`config.mk`:
```
export PLATFORM = sky130hd
export DESIGN_NAME = spi_master
export DESIGN_NICKNAME = d
export VERILOG_FILES = /design/src/verilog/spi_pkg.sv /design/src/verilog/spi_master.sv /design/src/verilog/spi_shift_unit.sv /design/src/verilog/spi_sclk_timer.sv /design/src/verilog/spi_ctrl_fsm.sv
export VERILOG_INCLUDE_DIRS = /design/src /design/src/verilog
export SDC_FILE = /design/constraint.sdc
export NUM_CORES = 1
export LEC_CHECK = 0
export ABC_AREA = 1
export BUFFER_PORTS_ARGS = -buffer_cell sky130_fd_sc_hd__buf_2
export CAP_MARGIN = 20
export CORE_UTILIZATION = 25
export CTS_CLUSTER_DIAMETER = 150
export CTS_CLUSTER_SIZE = 28
export DETAILED_ROUTE_END_ITERATION = 12
export PLACE_DENSITY = 0.38
export SYNTH_ARGS = -nofsm -noshare
export SYNTH_HDL_FRONTEND = slang
export SYNTH_HIERARCHICAL = 1
export SYNTH_SLANG_ARGS = --single-unit
export TNS_END_PERCENT = 100
```
`constraint.sdc`:
```
create_clock -name clk -period 2.5 [get_ports clk]
set_input_delay 0.25 -clock clk [delete_from_list [all_inputs] [get_ports clk]]
set_output_delay 0.25 -clock clk [all_outputs]
set_load 0.01 [all_outputs]
```
`src/verilog/spi_consts.svh`:
```
`ifndef SPI_CONSTS_SVH
`define SPI_CONSTS_SVH

// frame layout
`define SPI_CMD_BITS       12
`define SPI_READ_BITS      8
`define SPI_WRITE_FLAG_BIT 11
`define SPI_ADDR_LSB       8
`define SPI_ADDR_BITS      3

// clk cycles per sclk half period
`define SPI_HALF_PERIOD    5

// half ticks with cs_n still low after the last sclk edge
`define SPI_CS_HOLD        1

// bit counter saturation value
`define SPI_BITCNT_MAX     15

`endif
```
`src/verilog/spi_pkg.sv`:
```
`default_nettype none

`include "spi_consts.svh"

package spi_pkg;

  typedef logic [`SPI_CMD_BITS-1:0]  spi_cmd_t;
  typedef logic [`SPI_ADDR_BITS-1:0] spi_addr_t;
  typedef logic [`SPI_READ_BITS-1:0] spi_byte_t;
  typedef logic [3:0]                spi_bitcnt_t;

  typedef enum logic [2:0] {
    ST_IDLE       = 3'd0,
    ST_SETUP      = 3'd1,
    ST_SHIFT_CMD  = 3'd2,
    ST_SHIFT_READ = 3'd3,
    ST_HOLD       = 3'd4,
    ST_DONE       = 3'd5
  } spi_state_t;

  // write flag of a command word
  function automatic logic cmd_is_write(input spi_cmd_t cmd);
    return cmd[`SPI_WRITE_FLAG_BIT];
  endfunction

endpackage

`default_nettype wire

```
`src/verilog/spi_master.sv`:
```
`timescale 1ns/1ps
`default_nettype none

module spi_master (
  input  wire                    clk,
  input  wire                    rst_n,
  input  wire spi_pkg::spi_cmd_t cmd_in,
  input  wire                    cmd_vld,
  output logic                   cmd_rdy,
  output logic                   sclk,
  output logic                   cs_n,
  output logic                   mosi,
  input  wire                    miso,
  output logic                   read_vld,
  output spi_pkg::spi_byte_t     read_data
);

  import spi_pkg::*;

  logic        cmd_wr;
  logic        run;
  logic        sclk_en;
  logic        cnt_clr;
  logic        load;
  logic        capture_en;
  logic        half_tick;
  logic        sclk_rise;
  logic        sclk_fall;
  spi_bitcnt_t bit_cnt;

  assign cmd_wr = cmd_is_write(cmd_in);

  spi_ctrl_fsm i_ctrl_fsm (
    .clk        (clk),
    .rst_n      (rst_n),
    .cmd_vld    (cmd_vld),
    .cmd_wr     (cmd_wr),
    .half_tick  (half_tick),
    .sclk_fall  (sclk_fall),
    .bit_cnt    (bit_cnt),
    .cmd_rdy    (cmd_rdy),
    .cs_n       (cs_n),
    .run        (run),
    .sclk_en    (sclk_en),
    .cnt_clr    (cnt_clr),
    .load       (load),
    .capture_en (capture_en),
    .read_vld   (read_vld)
  );

  spi_sclk_timer i_sclk_timer (
    .clk       (clk),
    .rst_n     (rst_n),
    .run       (run),
    .sclk_en   (sclk_en),
    .cnt_clr   (cnt_clr),
    .half_tick (half_tick),
    .sclk      (sclk),
    .sclk_rise (sclk_rise),
    .sclk_fall (sclk_fall),
    .bit_cnt   (bit_cnt)
  );

  spi_shift_unit i_shift_unit (
    .clk        (clk),
    .rst_n      (rst_n),
    .load       (load),
    .cmd_in     (cmd_in),
    .sclk_rise  (sclk_rise),
    .sclk_fall  (sclk_fall),
    .capture_en (capture_en),
    .miso       (miso),
    .mosi       (mosi),
    .read_data  (read_data)
  );

endmodule

`default_nettype wire

```
`src/verilog/spi_shift_unit.sv`:
```
`timescale 1ns/1ps
`default_nettype none

`include "spi_consts.svh"

module spi_shift_unit (
  input  wire                   clk,
  input  wire                   rst_n,
  input  wire                   load,
  input  wire spi_pkg::spi_cmd_t cmd_in,
  input  wire                   sclk_rise,
  input  wire                   sclk_fall,
  input  wire                   capture_en,
  input  wire                   miso,
  output logic                  mosi,
  output spi_pkg::spi_byte_t    read_data
);

  import spi_pkg::*;

  spi_cmd_t  tx_shift;
  spi_byte_t rx_shift;
  logic      capture_en_q;

  // msb first
  assign mosi = tx_shift[`SPI_CMD_BITS-1];

  always_ff @(posedge clk or negedge rst_n)
  begin
    if (!rst_n)
      tx_shift <= '0;
    else if (load)
      tx_shift <= cmd_in;
    else if (sclk_fall)
      tx_shift <= {tx_shift[`SPI_CMD_BITS-2:0], 1'b0};
  end

  // sample on rising edge, read phase only
  always_ff @(posedge clk)
  begin
    if (capture_en && sclk_rise)
      rx_shift <= {rx_shift[`SPI_READ_BITS-2:0], miso};
  end

  always_ff @(posedge clk or negedge rst_n)
  begin
    if (!rst_n)
      capture_en_q <= 1'b0;
    else
      capture_en_q <= capture_en;
  end

  // publish the byte once the read phase closes, so read_data
  // stays put while the next frame shifts in
  always_ff @(posedge clk or negedge rst_n)
  begin
    if (!rst_n)
      read_data <= '0;
    else if (capture_en_q && !capture_en)
      read_data <= rx_shift;
  end

  a_load_no_fall: assert property (@(posedge clk) disable iff (!rst_n)
    !(load && sclk_fall));

endmodule

`default_nettype wire

```
`src/verilog/spi_sclk_timer.sv`:
```
`timescale 1ns/1ps
`default_nettype none

`include "spi_consts.svh"

module spi_sclk_timer (
  input  wire                   clk,
  input  wire                   rst_n,
  input  wire                   run,
  input  wire                   sclk_en,
  input  wire                   cnt_clr,
  output logic                  half_tick,
  output logic                  sclk,
  output logic                  sclk_rise,
  output logic                  sclk_fall,
  output spi_pkg::spi_bitcnt_t  bit_cnt
);

  import spi_pkg::*;

  logic [3:0] div_cnt;
  logic       sclk_q;

  assign half_tick = run && (div_cnt == 4'(`SPI_HALF_PERIOD - 1));

  // strobes mark the cycle in which sclk_q toggles
  assign sclk_rise = half_tick && sclk_en && !sclk_q;
  assign sclk_fall = half_tick && sclk_en && sclk_q;
  assign sclk      = sclk_q;

  always_ff @(posedge clk or negedge rst_n)
  begin
    if (!rst_n)
      div_cnt <= '0;
    else if (!run || half_tick)
      div_cnt <= '0;
    else
      div_cnt <= div_cnt + 1'b1;
  end

  always_ff @(posedge clk or negedge rst_n)
  begin
    if (!rst_n)
      sclk_q <= 1'b0;
    else if (!sclk_en)
      sclk_q <= 1'b0;
    else if (half_tick)
      sclk_q <= ~sclk_q;
  end

  // falling edges seen in the current phase
  always_ff @(posedge clk or negedge rst_n)
  begin
    if (!rst_n)
      bit_cnt <= '0;
    else if (!run || cnt_clr)
      bit_cnt <= '0;
    else if (sclk_fall && (bit_cnt != spi_bitcnt_t'(`SPI_BITCNT_MAX)))
      bit_cnt <= bit_cnt + 1'b1;
  end

  // sclk_en must only drop after a falling edge
  a_sclk_idle_low: assert property (@(posedge clk) disable iff (!rst_n)
    !sclk_en |-> !sclk_q);

endmodule

`default_nettype wire

```
`src/verilog/spi_ctrl_fsm.sv`:
```
`timescale 1ns/1ps
`default_nettype none

`include "spi_consts.svh"

module spi_ctrl_fsm (
  input  wire                  clk,
  input  wire                  rst_n,
  input  wire                  cmd_vld,
  input  wire                  cmd_wr,
  input  wire                  half_tick,
  input  wire                  sclk_fall,
  input  wire spi_pkg::spi_bitcnt_t bit_cnt,
  output logic                 cmd_rdy,
  output logic                 cs_n,
  output logic                 run,
  output logic                 sclk_en,
  output logic                 cnt_clr,
  output logic                 load,
  output logic                 capture_en,
  output logic                 read_vld
);

  import spi_pkg::*;

  spi_state_t  state;
  spi_state_t  state_nxt;
  logic        wr_flag;
  spi_bitcnt_t hold_cnt;
  logic        accept;
  logic        cmd_end;
  logic        read_end;
  logic        hold_end;

  assign accept = (state == ST_IDLE) && cmd_vld;

  // phase ends on the falling edge that completes the last bit
  assign cmd_end = (state == ST_SHIFT_CMD) && sclk_fall &&
                   (bit_cnt == spi_bitcnt_t'(`SPI_CMD_BITS - 1));
  assign read_end = (state == ST_SHIFT_READ) && sclk_fall &&
                    (bit_cnt == spi_bitcnt_t'(`SPI_READ_BITS - 1));
  assign hold_end = (state == ST_HOLD) && half_tick &&
                    (hold_cnt == spi_bitcnt_t'(`SPI_CS_HOLD - 1));

  always_comb
  begin
    state_nxt = state;
    case (state)
      ST_IDLE:
      begin
        if (accept)
          state_nxt = ST_SETUP;
      end
      ST_SETUP:
      begin
        // mosi already shows bit 11, give it one half period
        if (half_tick)
          state_nxt = ST_SHIFT_CMD;
      end
      ST_SHIFT_CMD:
      begin
        if (cmd_end)
          state_nxt = wr_flag ? ST_HOLD : ST_SHIFT_READ;
      end
      ST_SHIFT_READ:
      begin
        if (read_end)
          state_nxt = ST_HOLD;
      end
      ST_HOLD:
      begin
        if (hold_end)
          state_nxt = ST_DONE;
      end
      ST_DONE:
      begin
        state_nxt = ST_IDLE;
      end
      default:
      begin
        state_nxt = ST_IDLE;
      end
    endcase
  end

  always_ff @(posedge clk or negedge rst_n)
  begin
    if (!rst_n)
      state <= ST_IDLE;
    else
      state <= state_nxt;
  end

  // write flag latched once per frame
  always_ff @(posedge clk or negedge rst_n)
  begin
    if (!rst_n)
      wr_flag <= 1'b0;
    else if (accept)
      wr_flag <= cmd_wr;
  end

  always_ff @(posedge clk or negedge rst_n)
  begin
    if (!rst_n)
      hold_cnt <= '0;
    else if (state != ST_HOLD)
      hold_cnt <= '0;
    else if (half_tick)
      hold_cnt <= hold_cnt + 1'b1;
  end

  // chip select and read strobe, both registered
  always_ff @(posedge clk or negedge rst_n)
  begin
    if (!rst_n)
    begin
      cs_n     <= 1'b1;
      read_vld <= 1'b0;
    end
    else
    begin
      read_vld <= hold_end && !wr_flag;
      if (accept)
        cs_n <= 1'b0;
      else if (hold_end)
        cs_n <= 1'b1;
    end
  end

  assign cmd_rdy    = (state == ST_IDLE);
  assign run        = (state inside {ST_SETUP, ST_SHIFT_CMD, ST_SHIFT_READ, ST_HOLD});
  assign sclk_en    = (state inside {ST_SHIFT_CMD, ST_SHIFT_READ});
  assign cnt_clr    = cmd_end && !wr_flag;
  assign load       = accept;
  assign capture_en = (state == ST_SHIFT_READ);

  a_idle_cs_high: assert property (@(posedge clk) disable iff (!rst_n)
    cmd_rdy |-> cs_n);

  a_read_vld_pulse: assert property (@(posedge clk) disable iff (!rst_n)
    read_vld |=> !read_vld);

endmodule

`default_nettype wire

```
* After elaboration in Yosys (flattened, before gate mapping)
Index checks and enable logic that the tools add are counted.
Storage, ports and cells: flip-flop bits (word level) 48, output and inout bits 13, input bits 16, word-level logic and storage cells 80
Cells by class: eq/ne operators 15, add/sub/neg operators 3, multiplexer cells 18, bitwise gates (word level) 1, reductions and logical operators 31
Operators by type and width (number):
- $mux 12 | 2
- $mux 4 | 5
- $mux 3 | 6
- $logic_and 1x1->1 | 16
- $pmux 3 s5 | 1
- $add 4x1->4 const B | 3
- $reduce_bool 2->1 | 5
- $eq 4x3->1 const B | 2
- $ne 2x1->1 const B | 4
- $eq 3x2->1 const B | 2
- $reduce_and 5->1 | 1
- $eq 4x4->1 const B | 1
- $logic_not 1->1 | 4
- $logic_not 4->1 | 1
- $mux 1 | 4
- $ne 2x2->1 const B | 2
- $ne 4x4->1 const B | 1
- $reduce_bool 4->1 | 1
- $eq 3x1->1 const B | 1
- $eq 3x3->1 const B | 1
- $logic_not 3->1 | 1
- $ne 3x3->1 const B | 1
- $logic_or 1x1->1 | 2
- $not 1->1 | 1

* Longest topological paths before layout
depth in word-level cells 10, depth in mapped cells 15, gate-level depth less buffers 15

* Modules after synthesis
Netlist, hierarchy kept.
By module, submodules not included:
- spi_shift_unit | seq. area each 765.7 um^2, area an instance 1129.8 um^2, cells an instance 112, instances 1
- spi_ctrl_fsm | seq. area each 251.5 um^2, area an instance 641.9 um^2, cells an instance 90, instances 1
- spi_sclk_timer | seq. area each 225.2 um^2, area an instance 508.0 um^2, cells an instance 61, instances 1

* Worst setup path before layout
No wires, ideal clock.
kind flip-flop to flip-flop, start reg i_ctrl_fsm.state[1], end reg i_sclk_timer.bit_cnt[0], required time 2.383 ns, slack 0.376 ns, period minus slack after synthesis 2.124 ns, path buffers 0, cell stages (with the launch flop) 15, data arrival time 2.007 ns, library setup time 0.117 ns, cells stage by stage dfrtp_1 -> nor2_1 -> nand2_2 -> nand3_1 -> nand4_1 -> nor2_2 -> inv_1 -> nor2_1 -> nand3_1 -> nor3_1 -> nor2_4 -> inv_1 -> nor2_1 -> nand2_1 -> nand2_1
On the way: cells in the longest elaborated chain, start to end 10, elaborated cells on any way between the ends 17, those cells by class eq/ne (4); mux (1); reduce/logical (12)
Ends and longest elaborated chain:
- start, declared | RTL line spi_ctrl_fsm.sv:26 | spi_state_t state;
- start signal, assigned | RTL line spi_ctrl_fsm.sv:91 | state <= state_nxt;
- $eq 3x1->1 (tied with other cells) | RTL line spi_ctrl_fsm.sv:132 | assign run = (state inside {ST_SETUP, ST_SHIFT_CMD, ST_SHIFT_READ, ST_HOLD});
- $reduce_bool 4->1 (*) | RTL line spi_ctrl_fsm.sv:132
- named net run | RTL line spi_master.sv:21 | logic run;
- $logic_and 1x1->1 (*) | RTL line spi_sclk_timer.sv:24 | assign half_tick = run && (div_cnt == 4'(`SPI_HALF_PERIOD - 1));
- $logic_and 1x1->1 (*) (2 in a row) | RTL line spi_sclk_timer.sv:28 | assign sclk_fall = half_tick && sclk_en && sclk_q;
- named net sclk_fall | RTL line spi_master.sv:28 | logic sclk_fall;
- $logic_and 1x1->1 (*) (2 in a row) | RTL line spi_ctrl_fsm.sv:38 | assign cmd_end = (state == ST_SHIFT_CMD) && sclk_fall &&
- $logic_and 1x1->1 (*) | RTL line spi_ctrl_fsm.sv:134 | assign cnt_clr = cmd_end && !wr_flag;
- named net cnt_clr | RTL line spi_master.sv:23 | logic cnt_clr;
- $logic_or 1x1->1 (*) | RTL line spi_sclk_timer.sv:56 | else if (!run || cnt_clr)
- $mux 4 / $reduce_bool 2->1 (equally long branches)
- end signal, assigned | RTL line spi_sclk_timer.sv:59 | bit_cnt <= bit_cnt + 1'b1;
- end, declared | RTL line spi_sclk_timer.sv:16 | output spi_pkg::spi_bitcnt_t bit_cnt
Mark *: on every way through the listed nets, which the timed path passes. The rest lies on a longest branch. A chain may end at the register's enable or synchronous reset.

* Worst setup path in the final report
start reg i_ctrl_fsm.state[1], end reg i_sclk_timer.bit_cnt[3]
Same word-level chain as after synthesis.

==> reports/summary.md <==
From left edge to right edge, the die measures 97.5 µm. The worst setup path is launched from a flop. The setup slack of the critical path after layout is 0.296 ns.

Summed over all cells, the static leakage comes to 1.38 nW. The register clock-pin slew on the reported worst setup and hold paths was 0.09 ns. The area fraction in and, or, nand and nor cells after synthesis was 0.316.

The core region is 8760 µm². The mux share of post-synthesis cell area was 0; the complex-gate fraction of the synthesized area was 0.0340. The sequential fraction of the synthesis area was 0.545.

The transition at the pin with the smallest max-transition slack was 0.516 ns. The summed area of non-filler cells in the final layout is 2710 µm², and the worst hold slack after final layout is 0.132 ns. The routed length per instance works out to 11.7 µm. The flow ran to the end, and the final reports show no timing, DRC or antenna violations. Total of flip-flops plus latches after synthesis: 48.

The routed wire length was 4750 µm. The final hold violation count was 0; the count of buffers from port buffering was 28. The clock tree synthesis step divided the H-tree into 2 levels.

The logs give 1.61 mW for the total power draw and 56 for the number of violations reported at the end of detailed-routing iteration 0. The maximum clock insertion buffer count is 2. The post-synthesis to final-layout area growth was 18.9%. In the routed design, unresolved DRC markers number 0.

The power density relative to cell area is 592 nW/µm². In the routed layout, each cell is associated on average with a via count of 4.36. Class of the tightest hold or removal check: in -> reg. The half-perimeter wire length after placement was 3450 µm.

The tools report the initial antenna violation count as 0. In this run the vertical extent of the chip is 97.5 µm. The maximum achievable frequency was 454 MHz. The max-slew violation total from the final report came out at 0.

The run gives 284 as the net count after synthesis. The global-route usage over all layers was 0.109; the cell area after synthesis was 2280 µm². The number of buffers created by CTS is 5.

Timing analysis after detailed placement gives a worst setup slack of 0.280 ns. The run gives 0 as the number of antenna-violating nets in the routed design. Data arrives at the worst endpoint at 2.40 ns. The initialized floorplan defines 34 standard-cell rows. Clock latency on the worst-skew pair, taken at its later pin, is 0.30 ns. The Yosys step of the flow raised 6 warnings. After routing, the total negative slack on setup checks comes to 0 ns.

The post-synthesis share of cell area spent on xor and xnor gates is 0.0115, and the via count is 1775. STA classifies the critical path endpoint as a flop. Once placement finished, the instance area stood at 2540 µm². The reported max-cap violation count was 0; the final critical-path required period was 2.20 ns.

The run gives 29 as the I/O pin count. The main combinational cell family by area after synthesis was simple AND/OR/NAND/NOR gates. The setup path with the least slack is of type reg -> reg.

The run gives 0 as the total of endpoints with negative setup slack in the final report. TritonCTS built the clock tree. The library cells used most frequently in the layout, excluding fill and tap cells, are sky130_fd_sc_hd__nand2_1, sky130_fd_sc_hd__dfrtp_1, sky130_fd_sc_hd__nand3_1. The worst max-slew margin expressed relative to the limit was 0.656. The pin count of the biggest net entering global routing is 22.

The floorplan step defined a die boundary enclosing 9500 µm². The number of global-route vias before repair is 1815. The share of final-layout standard cells stronger than drive strength 1 was 0.194. Setup repair after global routing left no endpoint under its margin. The antenna cell count is 0. The first global-routing pass estimated 8510 µm of wire. Across the VDD grid, the largest voltage drop is 0.000329 V.

Synthesis produced a netlist whose cell count is 263. In the final design database the tool counted 319 nets. Leaving out fill and tap cells, the most frequent cell in the layout is sky130_fd_sc_hd__nand2_1. The number of clock sinks was 48; the total congestion overflow was 0.

The tree is rooted in a sky130_fd_sc_hd__clkbuf_8. The post-synthesis adder-cell area fraction works out to 0.0274. The final setup skew is 0.00726 ns, and the number of detailed-route iterations in the first pass is 4.

The number of different library cells used by synthesis comes to 26. Per-instance average area after synthesis: 8.67 µm². The final critical-path share of the clock period was 0.882; the data required time at the worst endpoint was 2.69 ns. The effective utilization at floorplan was 0.260; the largest fanout on the critical path was 8. Once the clock tree was built, the setup fixing pass inserted 0 buffers.

The final weighted congestion in routability-driven placement came out at 0.822.
## timing repair
item,CTS,global route
hold endpoints to repair,19,0
hold buffers,1,0
resized for setup,0,0
## cell families after synthesis
group	count (synthesis)
simple gates	159
flops	48
buf+inv	35
compound gates	13
fa+ha+maj	5
xor+xnor	3
## final timing paths
path | startpoint | end | slack (ns) | cells past startpoint
worst max-delay path | i_ctrl_fsm/state[1] | i_sclk_timer/bit_cnt[3] | 0.30 | 14
worst min-delay path | miso | i_shift_unit/rx_shift[0] | 0.13 | 1
worst max register to register | i_ctrl_fsm/state[1] | i_sclk_timer/bit_cnt[3] | 0.30 | 14
worst min register to register | i_shift_unit/rx_shift[7] | i_shift_unit/read_data[7] | 0.45 | 2
max in group asynchronous | rst_n | i_ctrl_fsm/cs_n | 1.36 | 3
min in group asynchronous | rst_n | i_shift_unit/read_data[4] | 0.42 | 2
## flip-flops by register name, summed over array words and instances (netlist names), 3 cells and up
register                count
i_ctrl_fsm/state            3
i_sclk_timer/div_cnt        4
i_shift_unit/rx_shift       8
i_shift_unit/tx_shift      12
i_ctrl_fsm/hold_cnt         4
i_shift_unit/read_data      8
i_sclk_timer/bit_cnt        4
## worst max-delay path: stages (launching register included)
cell	delay, ns
sky130_fd_sc_hd__dfrtp_1	0.43
sky130_fd_sc_hd__nor2_1	0.22
sky130_fd_sc_hd__nand2_2	0.12
sky130_fd_sc_hd__nand3_1	0.20
sky130_fd_sc_hd__nand4_1	0.15
sky130_fd_sc_hd__nor2_2	0.13
sky130_fd_sc_hd__inv_1	0.05
sky130_fd_sc_hd__nor2_1	0.08
sky130_fd_sc_hd__nand3_1	0.10
sky130_fd_sc_hd__nor3_1	0.28
sky130_fd_sc_hd__nor2_4	0.11
sky130_fd_sc_hd__inv_1	0.09
sky130_fd_sc_hd__nor2_1	0.05
sky130_fd_sc_hd__nand2_1	0.05
sky130_fd_sc_hd__nand2_1	0.04
## per-layer routing
metal,track usage,vias up,wire [µm]
met5,0,-,0
met4,0.0339,0,61
met3,0.0273,6,157
met2,0.167,26,2140
met1,0.150,831,2390
li1,-,912,-
## where the power goes
group          leakage (nW)  internal [mW]  switching [mW]
logic                 0.697         0.0162          0.0243
registers             0.601          0.801         0.00512
clock network        0.0784          0.500           0.259
## Yosys cell counts
master | count | area [µm²]
sky130_fd_sc_hd__nor2_4 | 2 | 22.5
sky130_fd_sc_hd__buf_4 | 1 | 7.51
sky130_fd_sc_hd__nor2_2 | 6 | 37.5
sky130_fd_sc_hd__nand2_2 | 4 | 25.0
sky130_fd_sc_hd__edfxtp_1 | 8 | 240
sky130_fd_sc_hd__dfstp_2 | 1 | 26.3
sky130_fd_sc_hd__xnor2_1 | 1 | 8.76
sky130_fd_sc_hd__nor4_1 | 1 | 6.26
sky130_fd_sc_hd__xor2_1 | 2 | 17.5
sky130_fd_sc_hd__nand4_1 | 8 | 50.1
sky130_fd_sc_hd__ha_1 | 5 | 62.6
sky130_fd_sc_hd__o21ai_0 | 6 | 30.0
sky130_fd_sc_hd__dfrtp_1 | 39 | 976
sky130_fd_sc_hd__nand2_1 | 83 | 312
sky130_fd_sc_hd__nand3_1 | 35 | 175
sky130_fd_sc_hd__buf_6 | 2 | 22.5
sky130_fd_sc_hd__nor3_1 | 1 | 5.00
sky130_fd_sc_hd__o21ai_4 | 1 | 16.3
sky130_fd_sc_hd__inv_1 | 28 | 105
sky130_fd_sc_hd__nand4_2 | 1 | 12.5
sky130_fd_sc_hd__nor2_1 | 17 | 63.8
sky130_fd_sc_hd__buf_2 | 1 | 5.00
sky130_fd_sc_hd__nor3_2 | 1 | 10.0
sky130_fd_sc_hd__a21oi_1 | 5 | 25.0
sky130_fd_sc_hd__o22ai_1 | 1 | 6.26
sky130_fd_sc_hd__inv_2 | 3 | 11.3
## metrics by stage
stage / utilization / std cells
4_1_cts: 0.309 / 407
2_1_floorplan: - / 263
3_5_place_dp: 0.290 / 398
3_3_place_gp: 0.290 / 398
5_1_grt: 0.309 / 407
6_report: 0.309 / 407
## final cells by class
type,count,area (µm²)
flip-flops and latches,48,1240
fillers,944,6050
well taps,108,135
repair buffers,32,173
clock inverters,3,90.1
multi-input cells,180,886
inverters,31,116
clock buffers,5,68.8
(Power assumes the default switching activity.)
